===== src/rtl/pokerCardPkg.sv =====
package pokerCardPkg;

	// cards dealt per hand
	localparam int HAND_SIZE = 5;

	// card rank, ace is 1 and king is 13
	typedef logic [3:0] rankT;

	// card suit, four suits in two bits
	typedef logic [1:0] suitT;

	// one card, suit on the upper bits and rank on the lower bits
	// same 6-bit layout as the input bus of the gate-level checker
	typedef struct packed {
		suitT suit;
		rankT rank;
	} cardT;

	// five cards side by side, card 0 in the low bits
	typedef cardT [HAND_SIZE-1:0] handT;

	// ends of the legal rank range
	localparam rankT RANK_ACE = 4'd1;
	localparam rankT RANK_KING = 4'd13;

endpackage


===== src/rtl/pokerHandPkg.sv =====
package pokerHandPkg;

	// number of card pairs sharing a rank, 0 up to 6
	typedef logic [2:0] pairCountT;

	// encoded hand type, 0 is the weakest
	typedef logic [3:0] handTypeT;

	// hand-type codes in ranking order
	localparam handTypeT HAND_HIGH_CARD = 4'd0;
	localparam handTypeT HAND_ONE_PAIR = 4'd1;
	localparam handTypeT HAND_TWO_PAIRS = 4'd2;
	localparam handTypeT HAND_THREE_KIND = 4'd3;
	localparam handTypeT HAND_STRAIGHT = 4'd4;
	localparam handTypeT HAND_FLUSH = 4'd5;
	localparam handTypeT HAND_FULL_HOUSE = 4'd6;
	localparam handTypeT HAND_FOUR_KIND = 4'd7;
	localparam handTypeT HAND_STRAIGHT_FLUSH = 4'd8;

	// equal-rank pair counts of each rank shape
	// a triple gives 3 pairs, triple plus pair gives 4, a quad gives 6
	localparam pairCountT PAIRS_ONE = 3'd1;
	localparam pairCountT PAIRS_TWO = 3'd2;
	localparam pairCountT PAIRS_THREE_KIND = 3'd3;
	localparam pairCountT PAIRS_FULL_HOUSE = 3'd4;
	localparam pairCountT PAIRS_FOUR_KIND = 3'd6;

	// per-hand features carried from the feature stage to the classifier
	typedef struct packed {
		logic flush;
		logic straight;
		pairCountT pairCount;
	} handFeaturesT;

endpackage


===== src/rtl/handClassifier.sv =====
`timescale 1ns/1ns

module handClassifier
	import pokerHandPkg::*;
(
	input logic clk,
	input logic rstN,
	input logic featValid,
	input handFeaturesT features,
	output logic typeValid,
	output handTypeT handType
);

	// encoded type of the current features ahead of the register
	handTypeT nextType;

	// priority encoder with the strongest hand first
	always_comb begin
		if (features.straight && features.flush) begin
			nextType = HAND_STRAIGHT_FLUSH;
		end else if (features.pairCount == PAIRS_FOUR_KIND) begin
			nextType = HAND_FOUR_KIND;
		end else if (features.pairCount == PAIRS_FULL_HOUSE) begin
			nextType = HAND_FULL_HOUSE;
		end else if (features.flush) begin
			// a suited quad or full house was caught above
			nextType = HAND_FLUSH;
		end else if (features.straight) begin
			nextType = HAND_STRAIGHT;
		end else if (features.pairCount == PAIRS_THREE_KIND) begin
			nextType = HAND_THREE_KIND;
		end else if (features.pairCount == PAIRS_TWO) begin
			nextType = HAND_TWO_PAIRS;
		end else if (features.pairCount == PAIRS_ONE) begin
			nextType = HAND_ONE_PAIR;
		end else begin
			nextType = HAND_HIGH_CARD;
		end
	end

	// result register that holds between valid hands
	always_ff @(posedge clk or negedge rstN) begin
		if (!rstN) begin
			typeValid <= 1'b0;
			handType <= '0;
		end else begin
			typeValid <= featValid;
			if (featValid) begin
				handType <= nextType;
			end
		end
	end

	// a straight has five distinct ranks so the rank matcher finds no pair
	aStraightNoPairs: assert property (@(posedge clk) disable iff (!rstN)
		featValid |-> !(features.straight && features.pairCount != '0));

endmodule


===== src/rtl/handFeatureStage.sv =====
`timescale 1ns/1ns

module handFeatureStage
	import pokerCardPkg::*;
	import pokerHandPkg::*;
(
	input logic clk,
	input logic rstN,
	input logic handValid,
	input handT hand,
	output logic featValid,
	output handFeaturesT features
);

	// combinational features of the incoming hand
	logic flush;
	logic straight;
	pairCountT pairCount;

	// flush when every suit matches card 0
	always_comb begin
		flush = 1'b1;
		for (int i = 1; i < HAND_SIZE; i++) begin
			if (hand[i].suit != hand[0].suit) begin
				flush = 1'b0;
			end
		end
	end

	// rank multiplicity
	rankMatcher uRankMatcher (
		.hand(hand),
		.pairCount(pairCount)
	);

	// consecutive-rank check
	straightDetector uStraightDetector (
		.hand(hand),
		.straight(straight)
	);

	// feature register, loaded only for a valid hand
	always_ff @(posedge clk or negedge rstN) begin
		if (!rstN) begin
			featValid <= 1'b0;
			features <= '0;
		end else begin
			// strobe follows handValid by exactly one cycle
			featValid <= handValid;
			if (handValid) begin
				features.flush <= flush;
				features.straight <= straight;
				features.pairCount <= pairCount;
			end
		end
	end

	// each card of a valid hand must carry a rank from ace to king
	for (genvar c = 0; c < HAND_SIZE; c++) begin : gRankCheck
		aRankLegal: assert property (@(posedge clk) disable iff (!rstN)
			handValid |-> (hand[c].rank >= RANK_ACE && hand[c].rank <= RANK_KING));
	end

endmodule


===== src/rtl/pokerTop.sv =====
`timescale 1ns/1ns

module pokerTop
	import pokerCardPkg::*;
	import pokerHandPkg::*;
(
	input logic clk,
	input logic rstN,
	input logic handValid,
	input handT hand,
	output logic typeValid,
	output handTypeT handType
);

	// features of the hand one cycle after it arrives
	logic featValid;
	handFeaturesT features;

	// stage 1, flush, straight and pair count
	handFeatureStage uFeatureStage (
		.clk(clk),
		.rstN(rstN),
		.handValid(handValid),
		.hand(hand),
		.featValid(featValid),
		.features(features)
	);

	// stage 2, priority encode into the hand type
	handClassifier uClassifier (
		.clk(clk),
		.rstN(rstN),
		.featValid(featValid),
		.features(features),
		.typeValid(typeValid),
		.handType(handType)
	);

endmodule


===== src/rtl/rankMatcher.sv =====
`timescale 1ns/1ns

module rankMatcher
	import pokerCardPkg::*;
	import pokerHandPkg::*;
(
	input handT hand,
	output pairCountT pairCount
);

	// number of distinct card pairs in a hand, 5 choose 2
	localparam int NUM_PAIRS = HAND_SIZE * (HAND_SIZE - 1) / 2;

	// one flag per card pair, set when both ranks are equal
	logic [NUM_PAIRS-1:0] pairMatch;

	// walk every unordered pair (i, j) with i < j
	// flags are packed in order 01 02 03 04 12 13 14 23 24 34
	always_comb begin
		int idx;
		idx = 0;
		pairMatch = '0;
		for (int i = 0; i < HAND_SIZE - 1; i++) begin
			for (int j = i + 1; j < HAND_SIZE; j++) begin
				// suits are ignored here, only rank matters
				pairMatch[idx] = (hand[i].rank == hand[j].rank);
				idx = idx + 1;
			end
		end
	end

	// add up the match flags
	// the sum alone tells the rank shape:
	// 0 all distinct
	// 1 one pair
	// 2 two pairs
	// 3 three of a kind
	// 4 full house
	// 6 four of a kind
	// 5 cannot happen with five cards
	always_comb begin
		pairCountT sum;
		sum = '0;
		for (int k = 0; k < NUM_PAIRS; k++) begin
			sum = sum + pairCountT'(pairMatch[k]);
		end
		pairCount = sum;
	end

endmodule


===== src/rtl/straightDetector.sv =====
`timescale 1ns/1ns

module straightDetector
	import pokerCardPkg::*;
(
	input handT hand,
	output logic straight
);

	// number of five-rank windows, starts 1..9 plus the ace-high one
	localparam int NUM_WINDOWS = 10;

	// one bit per legal rank, set when some card holds that rank
	logic [RANK_KING:RANK_ACE] rankPresent;

	// one bit per window, set when all its ranks are present
	logic [NUM_WINDOWS-1:0] windowHit;

	// rank set of the hand
	// out-of-range ranks are dropped, the assertion upstream flags them
	always_comb begin
		rankPresent = '0;
		for (int i = 0; i < HAND_SIZE; i++) begin
			if (hand[i].rank >= RANK_ACE && hand[i].rank <= RANK_KING) begin
				rankPresent[hand[i].rank] = 1'b1;
			end
		end
	end

	// test each run of five consecutive ranks
	always_comb begin
		// low windows, ace counts as 1 so 1-5 is the first one
		for (int s = 0; s < NUM_WINDOWS - 1; s++) begin
			windowHit[s] = &rankPresent[RANK_ACE + s +: 5];
		end
		// ace high, 10 J Q K plus the ace
		// no window wraps past the king, so K A 2 3 4 is not a straight
		windowHit[NUM_WINDOWS-1] = (&rankPresent[RANK_KING -: 4]) & rankPresent[RANK_ACE];
	end

	// five cards fill a window only if all five ranks differ,
	// so a hit already implies no pairs
	assign straight = |windowHit;

endmodule


===== config.mk =====
export PLATFORM = sky130hd
export DESIGN_NAME = pokerTop
export DESIGN_NICKNAME = d
export VERILOG_FILES = /design/src/rtl/pokerCardPkg.sv /design/src/rtl/pokerHandPkg.sv /design/src/rtl/handClassifier.sv /design/src/rtl/handFeatureStage.sv /design/src/rtl/pokerTop.sv /design/src/rtl/rankMatcher.sv /design/src/rtl/straightDetector.sv
export SDC_FILE = /design/constraint.sdc
export NUM_CORES = 1
export LEC_CHECK = 0
export BUFFER_PORTS_ARGS = -buffer_cell sky130_fd_sc_hd__buf_2
export CORE_ASPECT_RATIO = 0.6
export CORE_MARGIN = 8
export CORE_UTILIZATION = 61
export DETAILED_ROUTE_END_ITERATION = 6
export PLACE_DENSITY = 0.86
export SYNTH_ARGS = -nofsm -noshare
export SYNTH_HDL_FRONTEND = slang
export SYNTH_SLANG_ARGS = --single-unit

===== constraint.sdc =====
create_clock -name clk -period 2.5 [get_ports clk]
set_input_delay 0.5 -clock clk [delete_from_list [all_inputs] [get_ports clk]]
set_output_delay 0.5 -clock clk [all_outputs]
set_load 0.005 [all_outputs]

==> run metrics, run 1 <==
status=finished with violations; failing checks=design-rule violations, negative setup slack; # port buffers=37; number of synthesized flops with an enable pin=0; placed insts=332; area of the die=5240 µm²; register area=275 µm²; delay of the slowest critical-path stage=0.61 ns; WP buf/inv=5; main area contributors after synthesis=xnor2_1 (16%), dfrtp_1 (14%), fa_1 (6.3%); Static Leak=1.09 nW; GR Util met2=42.0%; worst min path class=in2async; drt pass-1 iters=7; CORE AREA=2930 µm²; io pins=38; vias in the first global route=2216; Final min period=3.37 ns; Top Usage Layer GRT=met2; Global Route met1 Usage=39.1%; Synth top area share=15.6%; clock-pin slew on the worst setup and hold paths=0.06 ns; sequential element share of the synthesized area=14.4%; effective utilization at floorplan=65.3%; synthesized area per cell=8.07 µm²; final non-filler cell total=336; n_diodes=0; Synth Instances=237; post-synthesis register bit count=11; Worst Path Required=2.62 ns; r2r startpoint=uFeatureStage.features[0]$_DFFE_PN0P_; WL final=8.11 mm; vias=2327; Synth area leader=xnor2_1; share of layout cells above drive strength 1=37.8%; RSZ-0062 raised after global routing=true; final setup fails=3; Yosys warnings=0; GRT overflow=0; Crit Path Category=in2reg; Bufs on Longest Clock Path=2; share of flip-flops with an asynchronous set or reset=100%; pwr/cell area=369 nW/µm²; Final Slew Violations=0; crit path DAT=3.49 ns; top_reg_cell synth=dfrtp_1; later-pin clock latency in the skew report=0.25 ns; CP Launch Type=input pin; Avg WL per Cell=24.1 µm; final hold vios=0; # DRC=70; post-synth cell types=52; clock skew=0.00650 ns; first-pass GRT wire length=11.7 mm; H-tree depth=1; Net Count, Synth=277; GRT Overall Usage=29.8%; root buffer cell=clkbuf_8; Num CTS Buffers=3; Detailed Route Iter0 Violations=654; CTS tree=done; DIE HEIGHT=59.4 µm; area of the multi-input gates=1580 µm²; DP HPWL=5.40 mm; Placement Rows=15; Netlist Area Pre-Place=1910 µm²; Max Cap Viol=0; R2R cell count=4; maximum VDD drop=0.000224 V; area grow syn2layout=34.3%; chip width=88.3 µm; clk sinks=11; Routability Congestion=1.08; CP top delay family=adder cells; Worst setup EP type=flop; slew of the pin with the lowest slew margin=0.434 ns; crit path cell chain=buf_12, xnor2_2, nand4_1, fa_1, inv_2, fa_1, inv_2, fa_1, inv_2, ha_4, inv_4, fa_2, xnor2_1, a21oi_1; fillers=142; R2R Setup Slk=1.20 ns; Period Utilization, post-route=135%; hold_ws=0.117 ns; final antenna-violating net count=0; # hold bufs at CTS=0; pin count of the biggest net entering global routing=13; met3 usage=11.1%; Max-slew headroom=70.6%; Nets=335; crit path max fanout=5; pre-CTS WS=-1.12 ns; max frequency=297 MHz; setup slack after layout=-0.868 ns; CP max-delay cell=fa_1; antenna violations before repair=0; sum of negative setup slack=-2.24 ns; detailed-route vias per instance=6.93; reg2reg end=uClassifier.handType[0]$_DFFE_PN0P_
==> per-stage QoR <==
stage / power [mW] / cell area (µm²) / util, %
2_1_floorplan: 0.540 / 2050 / -
6_report: 0.948 / 2570 / 87.8
4_1_cts: 0.882 / 2480 / 84.7
3_3_place_gp: 0.661 / 2340 / 80.0
5_1_grt: 0.981 / 2570 / 87.8
3_5_place_dp: 0.675 / 2340 / 80.0
==> worst max-delay path by stage <==
stage                         from                               endpoint  slack [ns]  cells past startpoint
final                     hand[21]  uFeatureStage.features[2]$_DFFE_PN0P_       -0.87                     14
after global routing      hand[21]  uFeatureStage.features[2]$_DFFE_PN0P_        -1.0                     14
after CTS                 hand[20]  uFeatureStage.features[1]$_DFFE_PN0P_       -0.75                     13
after detailed placement  hand[18]  uFeatureStage.features[1]$_DFFE_PN0P_       -1.12                     13
after global placement    hand[18]  uFeatureStage.features[1]$_DFFE_PN0P_       -1.08                     13
after floorplan           hand[19]  uFeatureStage.features[1]$_DFFE_PN0P_       -0.87                     13
==> metal layers <==
layer  up-vias  part of all wire (%)
li1        969                     -
met1      1032                    36
met2       248                    40
met3        78                    16
met4         0                   7.4
met5         -                     0
==> sequential cells by signal, indices dropped and copies added (netlist names) <==
signal                   cells
uFeatureStage.featValid      1
uFeatureStage.features       5
uClassifier.handType         4
uClassifier.typeValid        1
==> final cells by class <==
class                      count  share of cell area [%]
multi-input combinational    191                    61.5
timing repair buffer          74                    21.8
sequential                    11                    10.7
inverter                      14                    2.14
tap                           42                    2.04
clock buffer                   4                    1.75
==> what timing repair did <==
action	in CTS	in global routing
pin swaps	16	5
setup buffers	0	0
gates resized for setup	21	27
cloned	0	0
endpoints found under the setup margin	3	3
==> layout by cell type, fill, tap and decap left out, types with 4 or more instances in the layout <==
master    instances
buf_6             6
nand3_1          10
buf_2            22
nand4_1          10
xor2_1            8
buf_4            41
nor2b_1           4
nand2_1           9
nand2b_1         18
fa_1              5
o21ai_0           5
and3_1            4
nor2_1           13
dfrtp_1          11
o22ai_1          14
xnor2_2          14
a32oi_1           5
xnor2_1          19
inv_1            10
==> Yosys cell counts (4+ instances only) <==
library cell   n
buf_4         13
xor2_1         8
nand2b_1      18
nand2_1        9
a32oi_1        5
and3_1         4
buf_2          6
fa_1           6
o21ai_0        5
nand4_1       10
nor2b_1        4
nor2_1        13
dfrtp_1       11
a21oi_1        4
nand3_1       10
o22ai_1       14
inv_1         14
xnor2_1       34
==> logic make-up after synthesis <==
logic type                 synth area share [%]
xor gates and xnor gates                   19.2
buffers and inverters                      10.6
muxes                                     0.589
adders and majority gates                  6.93
and+or+nand+nor                            28.6
DFF                                        14.4
AOI/OAI and AO/OA                          19.7
==> where the power goes <==
group	switching, mW	total (mW)	internal, mW	leakage [nW]
clock	0.0824	0.195	0.113	0.0228
combinational	0.266	0.516	0.250	0.925
sequential	0.0300	0.237	0.207	0.139
No activity file was read; power rests on OpenSTA's default activity.
==> inputs of run 2 (changes only) <==
--- a/config.mk
+++ b/config.mk
@@ -11,6 +11,8 @@
 export CORE_UTILIZATION = 61
 export DETAILED_ROUTE_END_ITERATION = 6
 export PLACE_DENSITY = 0.86
+export SKIP_CTS_REPAIR_TIMING = 1
 export SYNTH_ARGS = -nofsm -noshare
 export SYNTH_HDL_FRONTEND = slang
 export SYNTH_SLANG_ARGS = --single-unit
+export TNS_END_PERCENT = 50
==> run 2 against run 1 <==
Fmax fell by 2.7%. Sequential share of layout area fell by 0.29 points. Clock-buffer cell count did not move. Non-clock buffer count rose by 4. Critical path type unchanged. Final area rose by 2.8%. Largest cell class unchanged. Highest routed layer unchanged. Combinational power rose by 2%. Via count rose by 5.3%. Sequential power barely moved. The run still ends with design-rule violations, negative setup slack left. Flip-flop and latch count did not move.
==> run metrics, run 2 (synthesis results as in run 1) <==
commonest non-fill, non-tap cell in the layout=buf_4 (unchanged); WL final=8.72 mm (was 8.11 mm); status=finished with violations (unchanged); delay of the slowest critical-path stage=0.59 ns (was 0.61 ns); pwr/cell area=360 nW/µm² (was 369 nW/µm²); sw power=382 µW (was 378 µW); fillers=129 (was 142); clk sinks=11 (unchanged); clock share of power=19.8% (was 20.6%); r2r startpoint=uFeatureStage.features[3]$_DFFE_PN0P_ (was uFeatureStage.features[0]$_DFFE_PN0P_); reg2reg end=uFeatureStage.features[3]$_DFFE_PN0P_ (was uClassifier.handType[0]$_DFFE_PN0P_); later-pin clock latency in the skew report=0.25 ns (about the same); Final min period=3.46 ns (was 3.37 ns); effective utilization at floorplan=65.3% (unchanged); max reg flops=5 (unchanged); CP Launch Type=input pin (unchanged); crit path cell chain=buf_2, xnor2_1, nand4_1, fa_1, inv_1, fa_1, inv_1, fa_1, inv_1, ha_2, inv_2, fa_2, xnor2_2, a21oi_2 (was buf_12, xnor2_2, nand4_1, fa_1, inv_2, fa_1, inv_2, fa_1, inv_2, ha_4, inv_4, fa_2, xnor2_1, a21oi_1); R2R Setup Slk=0.94 ns (was 1.20 ns); H-tree depth=1 (unchanged); detailed-route vias per instance=7.21 (was 6.93); Max-slew headroom=54.2% (was 70.6%); Placement Rows=15 (unchanged); Biggest register=uFeatureStage.features (unchanged); # port buffers=37 (unchanged); Bufs on Longest Clock Path=2 (unchanged); root buffer cell=clkbuf_8 (unchanged); Worst Setup SP=hand[26] (was hand[21]); Reg power frac=24.9% (was 25.0%); Period Utilization, post-route=139% (was 135%); Worst setup EP type=flop (unchanged); final setup fails=3 (unchanged); area of the multi-input gates=1620 µm² (was 1580 µm²); antenna violations before repair=0 (unchanged); Routability Congestion=1.01 (was 1.08); Comb pwr share=55.2% (was 54.4%); Pint=569 µW (was 570 µW); Layout Utilization=90.2% (was 87.8%); slew of the pin with the lowest slew margin=0.677 ns (was 0.434 ns); maximum VDD drop=0.000255 V (was 0.000224 V); share of layout cells above drive strength 1=39.9% (was 37.8%); crit path max fanout=4 (was 5); placed insts=334 (was 332); hold_ws=0.122 ns (was 0.117 ns); pin count of the biggest net entering global routing=13 (unchanged); area grow syn2layout=38.1% (was 34.3%); DP HPWL=5.53 mm (was 5.40 mm); vias=2450 (was 2327); # DRC=117 (was 70); worst min path class=in2async (unchanged); sw frac=40.2% (was 39.9%); Nets=339 (was 335); biggest regs=uFeatureStage.features (5), uClassifier.handType (4) (unchanged); vias in the first global route=2087 (was 2216); RSZ-0062 raised after global routing=true (unchanged); DIE HEIGHT=59.4 µm (unchanged); CORE AREA=2930 µm² (unchanged); Crit Path Category=in2reg (unchanged); Worst Path Required=2.62 ns (about the same); Detailed Route Iter0 Violations=523 (was 654); chip width=88.3 µm (unchanged); Stages on worst setup path=14 (unchanged); register area=275 µm² (unchanged); WP buf/inv=5 (unchanged); clock skew=0.00605 ns (was 0.00650 ns); pre-CTS WS=-1.18 ns (was -1.12 ns); setup slack after layout=-0.963 ns (was -0.868 ns); drt pass-1 iters=7 (unchanged); first-pass GRT wire length=10.3 mm (was 11.7 mm); R2R cell count=5 (was 4); final hold vios=0 (unchanged); final antenna-violating net count=0 (unchanged); Num CTS Buffers=3 (unchanged); clock-pin slew on the worst setup and hold paths=0.06 ns (about the same); crit path DAT=3.59 ns (was 3.49 ns); commonest cells after routing, fill and taps aside=buf_4 (41), buf_2 (24), xnor2_2 (19), nand2b_1 (18), o22ai_1 (14) (was buf_4 (41), buf_2 (22), xnor2_1 (19), nand2b_1 (18)); Final Slew Violations=0 (unchanged); n_diodes=0 (unchanged); CTS tree=done (unchanged); CP max-delay cell=fa_1 (unchanged); max frequency=289 MHz (was 297 MHz); Critical Path End=uFeatureStage.features[2]$_DFFE_PN0P_ (unchanged); area of the die=5240 µm² (unchanged); GRT overflow=0 (unchanged); final instance area=2640 µm² (was 2570 µm²); failing checks=design-rule violations, negative setup slack (unchanged); placed cell area=2360 µm² (was 2340 µm²); GRT Overall Usage=25.7% (was 29.8%); final non-filler cell total=340 (was 336); Max Cap Viol=0 (unchanged); Avg WL per Cell=25.7 µm (was 24.1 µm); CP top delay family=adder cells (unchanged); io pins=38 (unchanged); Static Leak=1.14 nW (was 1.09 nW)
[run 2: cell types whose count changed in the layout (fill, tap and decap cells not counted), sizes merged]
cell    delta
buf        +5
clkbuf     -1
[run 2: worst min path at each step]
| stage | slack (ns) | depth (start not counted) | from | to |
|---|---|---|---|---|
| 6_report | 0.12 | 1 | rstN | uClassifier.handType[1]$_DFFE_PN0P_ |
| 5_1_grt | 0.13 | 1 | rstN | uClassifier.typeValid$_DFF_PN0_ |
| 4_1_cts | 0.13 | 1 | rstN | uClassifier.handType[1]$_DFFE_PN0P_ |
| 3_5_place_dp | 0.38 | 1 | rstN | uClassifier.typeValid$_DFF_PN0_ |
| 3_3_place_gp | 0.38 | 1 | rstN | uClassifier.typeValid$_DFF_PN0_ |
| 2_1_floorplan | 0.20 | 0 | rstN | uClassifier.handType[0]$_DFFE_PN0P_ |
[run 2: layout make-up]
cell class | instances | share of cell area [%]
clock buffer | 4 | 1.71
multi-input combinational | 191 | 61.5
timing repair buffer | 78 | 22.4
inverter | 14 | 1.99
sequential | 11 | 10.4
tap | 42 | 1.99
[run 2: stage by stage]
step | power, mW | setup TNS [ns]
5_1_grt | 0.981 | -2.68
6_report | 0.951 | -2.52
3_3_place_gp | 0.651 | -3.09
3_5_place_dp | 0.666 | -3.28
2_1_floorplan | 0.526 | -2.42
4_1_cts | 0.845 | -2.51
[run 2: worst reg2reg max path, stage by stage (launching register included)]
cell and delay (ns):
dfrtp_1 0.49, inv_1 0.18, nor2_1 0.30, a211oi_1 0.11, a41oi_1 0.25, a32o_1 0.17
[run 2: metal layers]
layer	up-vias	global-route usage [%]	routed length [µm]	part of all wire, %
met5	-	0	0	0
met4	0	5.01	725	8.3
met3	100	9.96	1440	16
met2	286	36.6	3570	41
met1	1094	35.2	2990	34
li1	970	-	-	-
[run 2: power by group through the flow]
stage	logic [mW]	registers (mW)	clock network [mW]
2_1_floorplan	0.296	0.230	0
3_3_place_gp	0.417	0.234	0
3_5_place_dp	0.431	0.234	0
4_1_cts	0.435	0.232	0.178
5_1_grt	0.542	0.239	0.200
6_report	0.525	0.237	0.189
==> inputs of run 3 (changes only) <==
--- a/config.mk
+++ b/config.mk
@@ -8,9 +8,10 @@
 export BUFFER_PORTS_ARGS = -buffer_cell sky130_fd_sc_hd__buf_2
 export CORE_ASPECT_RATIO = 0.6
 export CORE_MARGIN = 8
-export CORE_UTILIZATION = 61
+export CORE_UTILIZATION = 62
+export CTS_BUF_LIST = sky130_fd_sc_hd__clkbuf_4 sky130_fd_sc_hd__clkbuf_8
 export DETAILED_ROUTE_END_ITERATION = 6
-export PLACE_DENSITY = 0.86
+export PLACE_DENSITY = 0.87
 export SKIP_CTS_REPAIR_TIMING = 1
 export SYNTH_ARGS = -nofsm -noshare
 export SYNTH_HDL_FRONTEND = slang
==> run 3 against run 2 <==
Final area down 4.6%. Final cell count down 1.5%. Clock skew down 0.0012 ns. Global-route usage down 0.27 points. Clock power about the same. The run still ends with design-rule violations, negative setup slack left.
==> run metrics, run 3 (synthesis results as in run 1) <==
status=finished with violations (unchanged); failing checks=design-rule violations, negative setup slack (unchanged); Worst Path Required=2.61 ns (was 2.62 ns); WP buf/inv=5 (unchanged); commonest cells after routing, fill and taps aside=buf_4 (37), buf_2 (25), xnor2_1 (19), nand2b_1 (18), xnor2_2 (15) (was buf_4 (41), buf_2 (24), xnor2_2 (19), nand2b_1 (18), o22ai_1 (14)); # DRC=29 (was 117); first-pass GRT wire length=10.0 mm (was 10.3 mm); pin count of the biggest net entering global routing=13 (unchanged); RSZ-0062 raised after global routing=true (unchanged); Crit Path Category=in2reg (unchanged); Detailed Route Iter0 Violations=433 (was 523); Final min period=3.36 ns (was 3.46 ns); final setup fails=3 (unchanged); CTS tree=done (unchanged); final hold vios=0 (unchanged); placed insts=329 (was 334); clock share of power=20.6% (was 19.8%); Biggest register=uFeatureStage.features (unchanged); WL final=7.79 mm (was 8.72 mm); CP top delay family=adder cells (unchanged); Comb pwr share=53.8% (was 55.2%); DP HPWL=5.55 mm (was 5.53 mm); final non-filler cell total=335 (was 340); share of layout cells above drive strength 1=37.5% (was 39.9%); delay of the slowest critical-path stage=0.58 ns (was 0.59 ns); Bufs on Longest Clock Path=2 (unchanged); DIE HEIGHT=59.0 µm (was 59.4 µm); drt pass-1 iters=7 (unchanged); Final Slew Violations=0 (unchanged); crit path cell chain=clkbuf_4, xnor2_2, nand4_1, fa_1, inv_2, fa_1, inv_1, fa_1, inv_2, ha_4, inv_2, fa_2, xnor2_2, a21oi_1 (was buf_2, xnor2_1, nand4_1, fa_1, inv_1, fa_1, inv_1, fa_1, inv_1, ha_2, inv_2, fa_2, xnor2_2, a21oi_2); sw power=359 µW (was 382 µW); Worst setup EP type=flop (unchanged); clk sinks=11 (unchanged); # port buffers=37 (unchanged); H-tree depth=1 (unchanged); Nets=334 (was 339); root buffer cell=clkbuf_8 (unchanged); CP max-delay cell=fa_1 (unchanged); worst min path class=in2async (unchanged); io pins=38 (unchanged); Avg WL per Cell=23.3 µm (was 25.7 µm); chip width=87.7 µm (was 88.3 µm); Max Cap Viol=0 (unchanged); Reg power frac=25.6% (was 24.9%); GRT Overall Usage=25.4% (was 25.7%); clock skew=0.00489 ns (was 0.00605 ns); Routability Congestion=1.07 (was 1.01); Static Leak=1.07 nW (was 1.14 nW); slew of the pin with the lowest slew margin=0.576 ns (was 0.677 ns); fillers=155 (was 129); n_diodes=0 (unchanged); max reg flops=5 (unchanged); R2R cell count=4 (was 5); CP Launch Type=input pin (unchanged); setup slack after layout=-0.862 ns (was -0.963 ns); GRT overflow=0 (unchanged); area of the die=5180 µm² (was 5240 µm²); Layout Utilization=86.6% (was 90.2%); clock-pin slew on the worst setup and hold paths=0.05 ns (was 0.06 ns); Max-slew headroom=61.3% (was 54.2%); Pint=567 µW (was 569 µW); crit path max fanout=4 (unchanged); commonest non-fill, non-tap cell in the layout=buf_4 (unchanged); Num CTS Buffers=3 (unchanged); Period Utilization, post-route=134% (was 139%); effective utilization at floorplan=65.8% (was 65.3%); sw frac=38.8% (was 40.2%); vias=2357 (was 2450); area grow syn2layout=31.7% (was 38.1%); Stages on worst setup path=14 (unchanged); pwr/cell area=368 nW/µm² (was 360 nW/µm²); detailed-route vias per instance=7.04 (was 7.21); final antenna-violating net count=0 (unchanged); Pwr Total=926 µW (was 951 µW); Placement Rows=15 (unchanged); biggest regs=uFeatureStage.features (5), uClassifier.handType (4) (unchanged); max frequency=297 MHz (was 289 MHz); antenna violations before repair=0 (unchanged); maximum VDD drop=0.000210 V (was 0.000255 V); later-pin clock latency in the skew report=0.24 ns (was 0.25 ns); vias in the first global route=1986 (was 2087); crit path DAT=3.47 ns (was 3.59 ns); CORE AREA=2910 µm² (was 2930 µm²)
## run 3: cell types whose count changed in the layout (fill, tap and decap cells not counted), sizes merged
cell    delta
clkbuf     +2
buf        -7
## run 3: area by class of cell
cell class	instances	area, µm²	area share, %
multi-input cells	191	1560	62.0
repair buffers	73	528	21.0
clock buffers	4	48.8	1.94
well taps	42	52.6	2.09
flip-flops and latches	11	275	10.9
inverters	14	52.6	2.09
## run 3: metrics by stage
stage	setup TNS (ns)	setup WS [ns]	cell area, µm²	hold slack [ns]
global route	-2.54	-0.970	2520	0.148
global placement	-3.09	-1.12	2310	0.375
finish	-2.30	-0.862	2520	0.134
CTS	-2.58	-0.961	2350	0.131
detailed placement	-3.35	-1.22	2310	0.383
floorplan	-2.42	-0.895	2040	0.204
## run 3: power groups by stage
| stage | sequential [mW] | combinational [mW] | clock (mW) |
|---|---|---|---|
| global placement | 0.233 | 0.409 | 0 |
| floorplan | 0.230 | 0.296 | 0 |
| detailed placement | 0.233 | 0.422 | 0 |
| CTS | 0.231 | 0.424 | 0.189 |
| global route | 0.237 | 0.526 | 0.201 |
| finish | 0.237 | 0.498 | 0.191 |
## run 3: worst paths after layout
kind	start	endpoint	slack, ns
hold / removal	rstN	uClassifier.handType[0]$_DFFE_PN0P_	0.13
setup / recovery	hand[25]	uFeatureStage.features[2]$_DFFE_PN0P_	-0.86
hold reg to reg	uClassifier.handType[2]$_DFFE_PN0P_	uClassifier.handType[2]$_DFFE_PN0P_	0.48
setup reg to reg	uFeatureStage.features[0]$_DFFE_PN0P_	uClassifier.handType[0]$_DFFE_PN0P_	1.20
max in group asynchronous	rstN	uFeatureStage.features[0]$_DFFE_PN0P_	2.14
min in group clk	uClassifier.handType[2]$_DFFE_PN0P_	uClassifier.handType[2]$_DFFE_PN0P_	0.48
## run 3: metal layers
metal	track usage, %	up-vias	wire [µm]
met5	5.62	-	0
met4	5.34	0	415
met3	8.99	62	1250
met2	35.8	250	3280
met1	35.1	1084	2840
li1	-	961	-
